**config.mk**
```make
export PLATFORM = sky130hd
export DESIGN_NAME = decoder
export DESIGN_NICKNAME = d
export VERILOG_FILES = /design/src/rtl/isa_pkg.sv /design/src/rtl/pipe_pkg.sv /design/src/rtl/decoder.sv
export SDC_FILE = /design/constraint.sdc
export NUM_CORES = 1
export LEC_CHECK = 0
export ABC_CLOCK_PERIOD_IN_PS = 4000
export BUFFER_PORTS_ARGS = -buffer_cell sky130_fd_sc_hd__buf_4
export CORE_ASPECT_RATIO = 0.6
export CORE_MARGIN = 3
export CORE_UTILIZATION = 48
export CTS_CLUSTER_DIAMETER = 80
export DETAILED_ROUTE_END_ITERATION = 10
export GPL_ROUTABILITY_DRIVEN = 0
export PLACE_DENSITY = 0.87
export SLEW_MARGIN = 20
export SYNTH_ARGS = -nofsm -noshare
export SYNTH_HDL_FRONTEND = slang
export SYNTH_SLANG_ARGS = --single-unit
export TNS_END_PERCENT = 30
```
**constraint.sdc**
```tcl
create_clock -name clock -period 4 [get_ports clock]
set_input_delay 1 -clock clock [delete_from_list [all_inputs] [get_ports clock]]
set_output_delay 1 -clock clock [all_outputs]
set_load 0.005 [all_outputs]
```
**src/rtl/isa_pkg.sv**
```systemverilog
/*
 * RV32I subset definitions shared by every pipeline stage.
 * Widths, memory sizes, opcodes, funct codes and the instruction word views.
 */
`default_nettype none

package isa_pkg;

  localparam int xlen       = 32;
  localparam int imem_depth = 64;
  localparam int dmem_depth = 64;
  localparam int imem_aw    = $clog2(imem_depth);
  localparam int dmem_aw    = $clog2(dmem_depth);

  typedef logic [4:0]      reg_addr_t;
  typedef logic [xlen-1:0] word_t;

  localparam word_t pc_start = 32'h0000_0000;

  typedef enum logic [6:0] {
    opc_op     = 7'b0110011,
    opc_op_imm = 7'b0010011,
    opc_lui    = 7'b0110111,
    opc_load   = 7'b0000011,
    opc_store  = 7'b0100011,
    opc_branch = 7'b1100011
  } opcode_t;

  localparam logic [2:0] f3_add_sub = 3'b000;
  localparam logic [2:0] f3_slt     = 3'b010;
  localparam logic [2:0] f3_xor     = 3'b100;
  localparam logic [2:0] f3_or      = 3'b110;
  localparam logic [2:0] f3_and     = 3'b111;
  // lw and sw both use the word size code
  localparam logic [2:0] f3_word    = 3'b010;
  localparam logic [2:0] f3_beq     = 3'b000;
  localparam logic [2:0] f3_bne     = 3'b001;
  localparam logic [6:0] f7_sub     = 7'b0100000;

  typedef enum logic [2:0] {
    alu_add,
    alu_sub,
    alu_and,
    alu_or,
    alu_xor,
    alu_slt,
    alu_pass_b
  } alu_op_t;

  typedef struct packed {
    logic [6:0] funct7;
    reg_addr_t  rs2;
    reg_addr_t  rs1;
    logic [2:0] funct3;
    reg_addr_t  rd;
    opcode_t    opcode;
  } r_fmt_t;

  typedef struct packed {
    logic [11:0] imm;
    reg_addr_t   rs1;
    logic [2:0]  funct3;
    reg_addr_t   rd;
    opcode_t     opcode;
  } i_fmt_t;

  typedef struct packed {
    logic [6:0] imm_hi;
    reg_addr_t  rs2;
    reg_addr_t  rs1;
    logic [2:0] funct3;
    logic [4:0] imm_lo;
    opcode_t    opcode;
  } s_fmt_t;

  typedef struct packed {
    logic       imm_12;
    logic [5:0] imm_10_5;
    reg_addr_t  rs2;
    reg_addr_t  rs1;
    logic [2:0] funct3;
    logic [3:0] imm_4_1;
    logic       imm_11;
    opcode_t    opcode;
  } b_fmt_t;

  typedef struct packed {
    logic [19:0] imm;
    reg_addr_t   rd;
    opcode_t     opcode;
  } u_fmt_t;

  typedef union packed {
    r_fmt_t r_fmt;
    i_fmt_t i_fmt;
    s_fmt_t s_fmt;
    b_fmt_t b_fmt;
    u_fmt_t u_fmt;
  } inst_u;

endpackage

`default_nettype wire

```
**src/rtl/pipe_pkg.sv**
```systemverilog
/*
 * Pipeline payloads passed between stages, the boot write port,
 * the per-instruction commit record and the operand forward selects.
 */
`default_nettype none

package pipe_pkg;

  import isa_pkg::*;

  typedef struct packed {
    logic               wr_ena;
    logic [imem_aw-1:0] addr;
    word_t              inst;
  } boot_t;

  typedef struct packed {
    word_t     pc;
    reg_addr_t rs1;
    reg_addr_t rs2;
    reg_addr_t rd;
    logic      rd_we;
    alu_op_t   alu_op;
    logic      b_is_imm;
    word_t     imm;
    logic      is_load;
    logic      is_store;
    logic      is_branch;
    logic      br_ne;
    word_t     rs1_data;
    word_t     rs2_data;
  } id_ex_t;

  typedef struct packed {
    word_t     pc;
    reg_addr_t rd;
    logic      rd_we;
    logic      is_load;
    logic      is_store;
    word_t     result;
    word_t     store_data;
  } ex_mem_t;

  // rd_we already qualified by valid
  typedef struct packed {
    logic      valid;
    word_t     pc;
    logic      rd_we;
    reg_addr_t rd;
    word_t     data;
  } commit_t;

  typedef enum logic [1:0] {
    from_reg,
    from_mem,
    from_wb
  } fwd_sel_t;

endpackage

`default_nettype wire

```
**src/rtl/decoder.sv**
```systemverilog
/*
 * Decode stage: splits the instruction into control and immediate,
 * collects register operands and holds the ID/EX register.
 */
`timescale 1ns/1ns
`default_nettype none

module decoder
  import isa_pkg::*, pipe_pkg::*;
(
  input  logic      clock,
  input  word_t     id_pc,
  input  inst_u     id_inst,
  input  logic      ex_load,
  output reg_addr_t rs1,
  output reg_addr_t rs2,
  input  word_t     rs1_data,
  input  word_t     rs2_data,
  output id_ex_t    ex_stage
);

  id_ex_t dec;
  word_t  imm_i;
  word_t  imm_s;
  word_t  imm_b;
  word_t  imm_u;

  assign imm_i = {{20{id_inst.i_fmt.imm[11]}}, id_inst.i_fmt.imm};
  assign imm_s = {{20{id_inst.s_fmt.imm_hi[6]}}, id_inst.s_fmt.imm_hi, id_inst.s_fmt.imm_lo};
  assign imm_b = {{20{id_inst.b_fmt.imm_12}}, id_inst.b_fmt.imm_11, id_inst.b_fmt.imm_10_5,
                  id_inst.b_fmt.imm_4_1, 1'b0};
  assign imm_u = {id_inst.u_fmt.imm, 12'b0};

  // unused source fields stay zero so they never trip a stall
  always_comb begin
    dec    = '0;
    dec.pc = id_pc;
    case (id_inst.r_fmt.opcode)
      opc_op: begin
        dec.rs1   = id_inst.r_fmt.rs1;
        dec.rs2   = id_inst.r_fmt.rs2;
        dec.rd    = id_inst.r_fmt.rd;
        dec.rd_we = 1'b1;
        case (id_inst.r_fmt.funct3)
          f3_add_sub: dec.alu_op = (id_inst.r_fmt.funct7 == f7_sub) ? alu_sub : alu_add;
          f3_slt:     dec.alu_op = alu_slt;
          f3_xor:     dec.alu_op = alu_xor;
          f3_or:      dec.alu_op = alu_or;
          f3_and:     dec.alu_op = alu_and;
          default:    dec.rd_we  = 1'b0;
        endcase
      end
      opc_op_imm, opc_load: begin
        // only addi and lw in the subset
        if (id_inst.i_fmt.funct3 == (id_inst.i_fmt.opcode == opc_load ? f3_word : f3_add_sub)) begin
          dec.rs1      = id_inst.i_fmt.rs1;
          dec.rd       = id_inst.i_fmt.rd;
          dec.rd_we    = 1'b1;
          dec.b_is_imm = 1'b1;
          dec.imm      = imm_i;
          dec.is_load  = (id_inst.i_fmt.opcode == opc_load);
        end
      end
      opc_lui: begin
        dec.rd       = id_inst.u_fmt.rd;
        dec.rd_we    = 1'b1;
        dec.alu_op   = alu_pass_b;
        dec.b_is_imm = 1'b1;
        dec.imm      = imm_u;
      end
      opc_store: begin
        if (id_inst.s_fmt.funct3 == f3_word) begin
          dec.rs1      = id_inst.s_fmt.rs1;
          dec.rs2      = id_inst.s_fmt.rs2;
          dec.is_store = 1'b1;
          dec.b_is_imm = 1'b1;
          dec.imm      = imm_s;
        end
      end
      opc_branch: begin
        if (id_inst.b_fmt.funct3 == f3_beq || id_inst.b_fmt.funct3 == f3_bne) begin
          dec.rs1       = id_inst.b_fmt.rs1;
          dec.rs2       = id_inst.b_fmt.rs2;
          dec.is_branch = 1'b1;
          dec.br_ne     = (id_inst.b_fmt.funct3 == f3_bne);
          dec.imm       = imm_b;
        end
      end
      default: ;
    endcase
  end

  assign rs1 = dec.rs1;
  assign rs2 = dec.rs2;

  always_ff @(posedge clock) begin
    if (ex_load) begin
      ex_stage          <= dec;
      ex_stage.rs1_data <= rs1_data;
      ex_stage.rs2_data <= rs2_data;
    end
  end

endmodule

`default_nettype wire

```
# Yosys cells after proc, flatten, opt, wreduce, memory -nomap -nowiden
# Cells that the tools add are included.
[totals]
regBits = 152
in_bits = 130
out_inout_bits = 162
[classes]
n_eq_ne = 13
n_mux = 19
n_reduce_logical = 6
[ops]
columns = ["op", "n"]
rows = [
  ["one-hot mux 32 bit (4 select lines)", 1],
  ["2-to-1 mux 34 bit", 1],
  ["2-to-1 mux 33 bit", 1],
  ["2-to-1 mux 32 bit", 1],
  ["== test 7 x 6 -> 1 bit, second input constant", 4],
  ["2-to-1 mux 10 bit", 2],
  ["one-hot mux 5 bit (4 select lines)", 1],
  ["one-hot mux 6 bit (3 select lines)", 1],
  ["one-hot mux 3 bit (5 select lines)", 1],
  ["one-hot mux 5 bit (3 select lines)", 1],
  ["== test 3 bit, second input constant", 3],
  ["== test 7 x 2 -> 1 bit, second input constant", 1],
  ["== test 7 x 5 -> 1 bit, second input constant", 1],
  ["== test 7 bit, second input constant", 1],
  ["2-to-1 mux 6 bit", 1],
  ["one-hot mux 3 bit (2 select lines)", 1],
  ["2-to-1 mux 5 bit", 1],
  ["OR reduction 5 bit", 1],
  ["2-to-1 mux 2 bit", 2],
  ["AND reduction 2 bit", 2],
  ["== test 3 x 1 -> 1 bit, second input constant", 1],
  ["== test 3 x 2 -> 1 bit", 1],
  ["== test 3 x 2 -> 1 bit, second input constant", 1],
  ["logical NOT 3 bit", 1],
  ["4 further kinds", 6],
]

# Longest topological paths before layout
# Gate-level depths: netlist (run 1).
[logic_depth]
ltp_word = 5
mapped_depth = 6
ltp_nobuf = 4

# Worst setup path before layout (run 1)
# OpenSTA, ideal clock, no wires.
[synth_path]
kind = "input -> output"
startpoint = "input id_inst[4] (netlist bit)"
endpoint = "output rs2[0]"
arrival_time_ps = 2075
slack_ps = 925
path_stages = 6
cell_sequence = "buf_2 -> nor2_1 -> a221o_1 -> nor2b_1 -> and2_1 -> buf_4"
[synth_rtl]
columns = ["element", "line_no", "text"]
rows = [
  ["start, declared", "decoder.sv:13", "input inst_u id_inst,"],
  ["end, declared", "decoder.sv:16", "output reg_addr_t rs2,"],
]

# Worst setup path in the final report (run 1)
[layout_path]
startpoint = "input id_inst[14] (netlist bit)"
endpoint = "output rs2[1]"
[layout_between]
elab_chain_len = 4
word_cells_on_any_way = 7
classes_between = "eq/ne (2); mux (3); reduce/logical (2)"
[layout_rtl]
columns = ["element", "line_no", "text"]
rows = [
  ["== test 3 x 1 -> 1 bit or logical NOT 3 bit (tied branches)", "decoder.sv:81", "if (id_inst.b_fmt.funct3 == f3_beq || id_inst.b_fmt.funct3 == f3_bne) begin"],
  ["logical OR 1 bit", "decoder.sv:81", ""],
  ["2-to-1 mux 10 bit", "decoder.sv:81", ""],
  ["one-hot mux 5 bit (3 select lines) *", "decoder.sv:38", "case (id_inst.r_fmt.opcode)"],
]
# Mark *: on every way between the ends. The rest lies on a longest branch, timed or not.

==> results.cfg, run 1 <==
[status]
run_status = finished, final reports clean

[synthesis]
syn-num-nets = 431
postSynthAreaPerCell_sq_um = 18.3
synth-warning-count = 0
ys_seq_area_share_pct = 82.9
netlist.area_leader.share_pct = 82.9
ys_ff_latch = 152
synth_area_sq_um = 5500
syn_inst = 301
synth_cell_type_count = 44
yosysTopAreaCell = edfxtp_1
synth_area_leaders = edfxtp_1 (83%), nand2_1 (3.1%), and2_1 (1.9%)

[layout]
largest_reg_flops = 152
final_common_cell = buf_4
drive_gt1_share_pct = 55.0
reg.largest.list = ex_stage x152
antennaDiodeCount = 0
final_cell_mix = buf_4 (292), edfxtp_1 (152), nand2_1 (45), and2_1 (17), clkbuf_16 (17)
final_util_pct = 76.6
nets = 723
area_delta_synth_final_pct = 51.5
regMostFlops = ex_stage

[floorplanning]
pin_count = 292
rows = 29
dieArea_sq_um = 12800
die_x_um = 144
die_y_um = 88.9
coreArea_sq_um = 10900
initial_utilization_pct = 50.6

[clocking]
cts_made_buffers = 17
cts_root_buf = clkbuf_16
cts_tree = done
ctsResizeCount = 0
clock_sinks = 152
hold_buffers = 0
cts_buffer_depth = 2
clkTransAtPathRegs_ns = 0.06
cts_htree_levels = 4
cts_setup_buffers = 0

[power]
p_leak_nw = 3.59
ir_drop_v = 0.000318
p_per_area_nw_per_um2 = 462

[global_route]
grt_pass1_wl_um = 20600
antenna_found_initial = 0
gr-max-usage-layer = met2
use_met1_pct = 24.8
grt_use_met3_pct = 9.78
grt_overflow_total = 0
grt_usage_pct = 22.0
grt_max_degree = 73
gr-usage-met2_pct = 37.3
grt_pass1_vias = 3792

[timing]
max_freq_ghz = 0.292
setup_viol = 0
tightestPinTransition_ns = 0.675
hold_viol = 0
drv_slew = 0
maxSlewHeadroom_pct = 55.0
fin_crit_sh_pct = 85.6
final.setup.tns_ns = 0
period_needed_ns = 3.42
rsz0062_at_grt = no

[routing]
avgViaCountPerCell = 5.12
ant_nets = 0
drt-wirelength-per-cell_um = 19.8
wirelength_um = 14800
drc = 0
via_count = 3818
drtIter0Drc = 199
first_pass_iters = 5

[worst_setup_path]
path_cells = buf_4, nor4b_1, a221o_1, nor2b_1, and2_1, buf_4
path_common_cell = buf_4
cp.required_ns = 3.00
cp_slowest_cell = nor2b_1
crit_arrival_ns = 2.42
end_kind = primary output
startpoint_type = primary input
crit_type = primary input to primary output
critPathMaxStageDelay_ns = 0.37
cp_max_fo = 11

[run]
drv_cap = 0

[placed_design]
numPortBuffers = 291
dpl.hpwl_um = 11200

[min_path]
hold_class = primary input to flip-flop
hold_depth = 1
## worst paths after layout
kind | startpoint | endpoint | slack, ns
worst max-delay path | id_inst[14] | rs2[1] | 0.58
worst min-delay path | rs1_data[30] | ex_stage[62] | 0.76
## cell usage after synthesis
cell type	n
edfxtp_1	152
nand2_1	45
and2_1	17
buf_4	13
nor2_1	7
buf_2	6
a22o_1	5
a21boi_0	4
a21oi_1	4
inv_1	4
nor2b_1	3
nor4_1	3
and3b_1	2
buf_6	2
nand3_1	2
nand4b_1	2
nor4b_1	2
o21ai_0	2
a2111oi_4	1
a21o_1	1
a221o_1	1
a31o_1	1
a31oi_1	1
a41o_1	1
and2_2	1
and3_1	1
and4bb_2	1
nand2_2	1
nand3b_1	1
nand4_1	1
nor3_1	1
nor3b_2	1
nor4_2	1
nor4_4	1
o211a_1	1
o211ai_1	1
o211ai_4	1
o21ba_1	1
o21ba_2	1
o32ai_1	1
or3_1	1
or3b_1	1
xnor2_1	1
xor2_1	1
## critical path: cells and delay by family
family                 cells  cell delay [ns]
and+or+nand+nor            3             0.90
buffers and inverters      2             0.28
AOI/OAI and AO/OA          1             0.23
## per-stage QoR
stage | total power [W] | hold WS (ns) | worst slack [ns] | std cells | cell area (sq um)
floorplan | 0.00198 | 1.10 | 0.925 | 301 | 5500
global placement | 0.00228 | 1.18 | 0.663 | 713 | 7750
detailed placement | 0.00230 | 1.18 | 0.578 | 713 | 7750
CTS | 0.00389 | 0.744 | 0.575 | 745 | 8340
global route | 0.00399 | 0.739 | 0.477 | 745 | 8340
finish | 0.00385 | 0.761 | 0.577 | 745 | 8340
## logic make-up after synthesis
kind of cell / after synthesis / synth area share (%)
AOI/OAI and AO/OA: 27 / 4.39
DFF: 152 / 82.9
and+or+nand+nor: 95 / 9.35
xor gates and xnor gates: 2 / 0.318
buffers and inverters: 25 / 3.00
## where the power goes
part	switching [W]	leakage, nW	internal, W	total (W)
clock	0.000648	0.290	0.000934	0.00158
combinational	0.000143	1.83	0.000216	0.000359
sequential	0.0000352	1.47	0.00187	0.00191
## per-layer routing
layer  routed length (um)  up-vias
met3                 1650       30
met5                    0        -
li1                     -     1718
met4                  362        0
met2                 7600      235
met1                 5150     1835
## final cells by class
type / count / area (sq um)
Fill cell: 641 / 2550
Tap cell: 139 / 174
Timing Repair Buffer: 294 / 2220
Clock inverter: 15 / 163
Inverter: 4 / 15.0
Clock buffer: 17 / 425
Multi-Input combinational cell: 124 / 773
Sequential cell: 152 / 4560
No activity file was read; power rests on OpenSTA's default activity.
==> run 2: changes to the inputs <==
--- a/config.mk
+++ b/config.mk
@@ -5,6 +5,7 @@
 export SDC_FILE = /design/constraint.sdc
 export NUM_CORES = 1
 export LEC_CHECK = 0
+export ABC_AREA = 1
 export ABC_CLOCK_PERIOD_IN_PS = 4000
 export BUFFER_PORTS_ARGS = -buffer_cell sky130_fd_sc_hd__buf_4
 export CORE_ASPECT_RATIO = 0.6
==> run 2 against run 1 <==
Sequential share of layout area is 0.11 points lower; critical path depth rose by 3; non-clock buffer count is 1 lower; core utilization up 0.16 points; synthesized cell count up 12%; clock power is 3% lower; sequential power barely moved; largest cell class unchanged; largest power group unchanged.
==> results.cfg, run 2 <==
[timing]
period_needed_ns = 3.31
final.setup.tns_ns = 0
tightestPinTransition_ns = 1.07
setup_ws_ns = 0.686
hold_viol = 0
worst_hold_slack_ns = 0.757
rsz0062_at_grt = no
setup_viol = 0
drv_slew = 0
fin_crit_sh_pct = 82.9
maxSlewHeadroom_pct = 28.5
max_freq_ghz = 0.302

[synthesis]
yosysTopAreaCell = edfxtp_1
ys.flop_type = edfxtp_1
synth_area_leaders = edfxtp_1 (83%), nand2_1 (3.9%), inv_1 (2.0%)
synth_area_sq_um = 5510
syn_inst = 336
synth_cell_type_count = 21
postSynthAreaPerCell_sq_um = 16.4
async_reset_ff_share_pct = 0
syn-num-nets = 466
netlist.area_leader.share_pct = 82.8
ys_ff_latch = 152
synth-warning-count = 0
ys_seq_area_share_pct = 82.8
synth_edf_count = 152
ys_top_cells_by_count = edfxtp_1 (152), nand2_1 (57), inv_1 (30)
post-synth-top-count-cell = edfxtp_1

[power]
power_w = 0.00380
power_frac_seq_pct = 50.2
p_comb_share_pct = 9.4
swShare_pct = 22.3
p_per_area_nw_per_um2 = 455
p_leak_nw = 3.80
clock_power_share_pct = 40.5
internal_power_w = 0.00296
ir_drop_v = 0.000374
p_sw_w = 0.000848

[placed_design]
pre_cts_ws_ns = 0.703
dpl.hpwl_um = 11700
numPortBuffers = 291
dpl-instance-area_sq_um = 7790

[clocking]
clkTransAtPathRegs_ns = 0.07
cts_made_buffers = 17
cts_buffer_depth = 2
cts_tree = done
cts_root_buf = clkbuf_16
cts_htree_levels = 4
hold_buffers = 0
ctsResizeCount = 0
clock_sinks = 152
cts_setup_buffers = 0

[min_path]
hold_depth = 1
hold_class = primary input to flip-flop
min_from = rs2_data[16]
min_to = ex_stage[16]

[layout]
final_cell_mix = buf_4 (291), edfxtp_1 (152), nand2_1 (57), inv_1 (30), nand3_1 (20)
largest_reg_flops = 152
nets = 764
design_area_sq_um = 8360
final_common_cell = buf_4
reg.largest.list = ex_stage x152
drive_gt1_share_pct = 54.7
area_delta_synth_final_pct = 51.6
antennaDiodeCount = 0
regMostFlops = ex_stage

[routing]
wirelength_um = 16000
drt-wirelength-per-cell_um = 20.3
drtIter0Drc = 253
ant_nets = 0
drc = 0
first_pass_iters = 5
avgViaCountPerCell = 4.96
via_count = 3901

[floorplanning]
die_x_um = 144
coreArea_sq_um = 10900
dieArea_sq_um = 12800
rows = 29
pin_count = 292
die_y_um = 89.0
initial_utilization_pct = 50.6

[run]
drv_cap = 0

[global_route]
grt_pass1_vias = 3976
grt_max_degree = 77
grt_pass1_wl_um = 22000
grt_overflow_total = 0
grt_usage_pct = 23.5
antenna_found_initial = 0

[worst_setup_path]
crit_type = primary input to primary output
startpoint_type = primary input
crit_arrival_ns = 2.31
cp_max_fo = 10
end_kind = primary output
cp.required_ns = 3.00

[status]
run_status = finished, final reports clean
[run 2: cell count changes in the layout (fill, tap and decap cells not counted), moves of 10 or more]
cell / change
and2_1: -17
inv_1: +26
nand2_1: +12
nand3_1: +18
nand3_2: +10
nor2_1: +12
[run 2: kinds of logic after synthesis]
group / share of synthesized area (%)
AO/OA/AOI/OAI: 1.02
buffers and inverters: 4.68
flip-flops: 82.8
AND/OR/NAND/NOR: 11.5
[run 2: routing by layer]
| metal | GRT usage [%] | share of wire (%) |
|---|---|---|
| met2 | 40.9 | 53 |
| met4 | 9.31 | 2.2 |
| met5 | 0 | 0 |
| met3 | 8.50 | 10 |
| met1 | 27.1 | 35 |
[run 2: power groups by stage]
stage | Sequential [W] | Combinational [W] | Clock (W)
after floorplan | 0.00195 | 0.0000209 | 0
after global placement | 0.00193 | 0.000344 | 0
after detailed placement | 0.00194 | 0.000357 | 0
after CTS | 0.00191 | 0.000360 | 0.00157
after global routing | 0.00192 | 0.000381 | 0.00163
final | 0.00191 | 0.000357 | 0.00154
[run 2: stage by stage]
| step | utilization [%] | instances |
|---|---|---|
| after global placement | 71.5 | 754 |
| after CTS | 76.8 | 786 |
| final | 76.8 | 786 |
| after global routing | 76.8 | 786 |
| after floorplan | - | 336 |
| after detailed placement | 71.5 | 754 |
[run 2: worst max-delay path, cell delays in order]
cell	delay, ns
buf_4	0.12
inv_1	0.06
nand2_1	0.06
nor2_1	0.18
nand4_2	0.31
nand3_1	0.31
nand2_1	0.07
inv_1	0.09
buf_4	0.11
[run 2: layout make-up]
type,count,area (sq um)
Sequential cell,152,4560
Fill cell,671,2530
Timing Repair Buffer,293,2220
Multi-Input combinational cell,133,688
Clock buffer,18,429
Tap cell,139,174
Inverter,37,145
Clock inverter,14,139
[run 2: worst max-delay path by stage]
stage | depth (start not counted) | slack [ns] | startpoint | to
2_1_floorplan | 9 | 1.20 | id_inst[1] | rs2[0]
3_3_place_gp | 9 | 0.87 | id_inst[3] | rs1[3]
3_5_place_dp | 7 | 0.70 | id_inst[14] | rs1[3]
4_1_cts | 9 | 0.70 | id_inst[3] | rs1[4]
5_1_grt | 9 | 0.51 | id_inst[3] | rs1[4]
6_report | 9 | 0.69 | id_inst[3] | rs1[4]
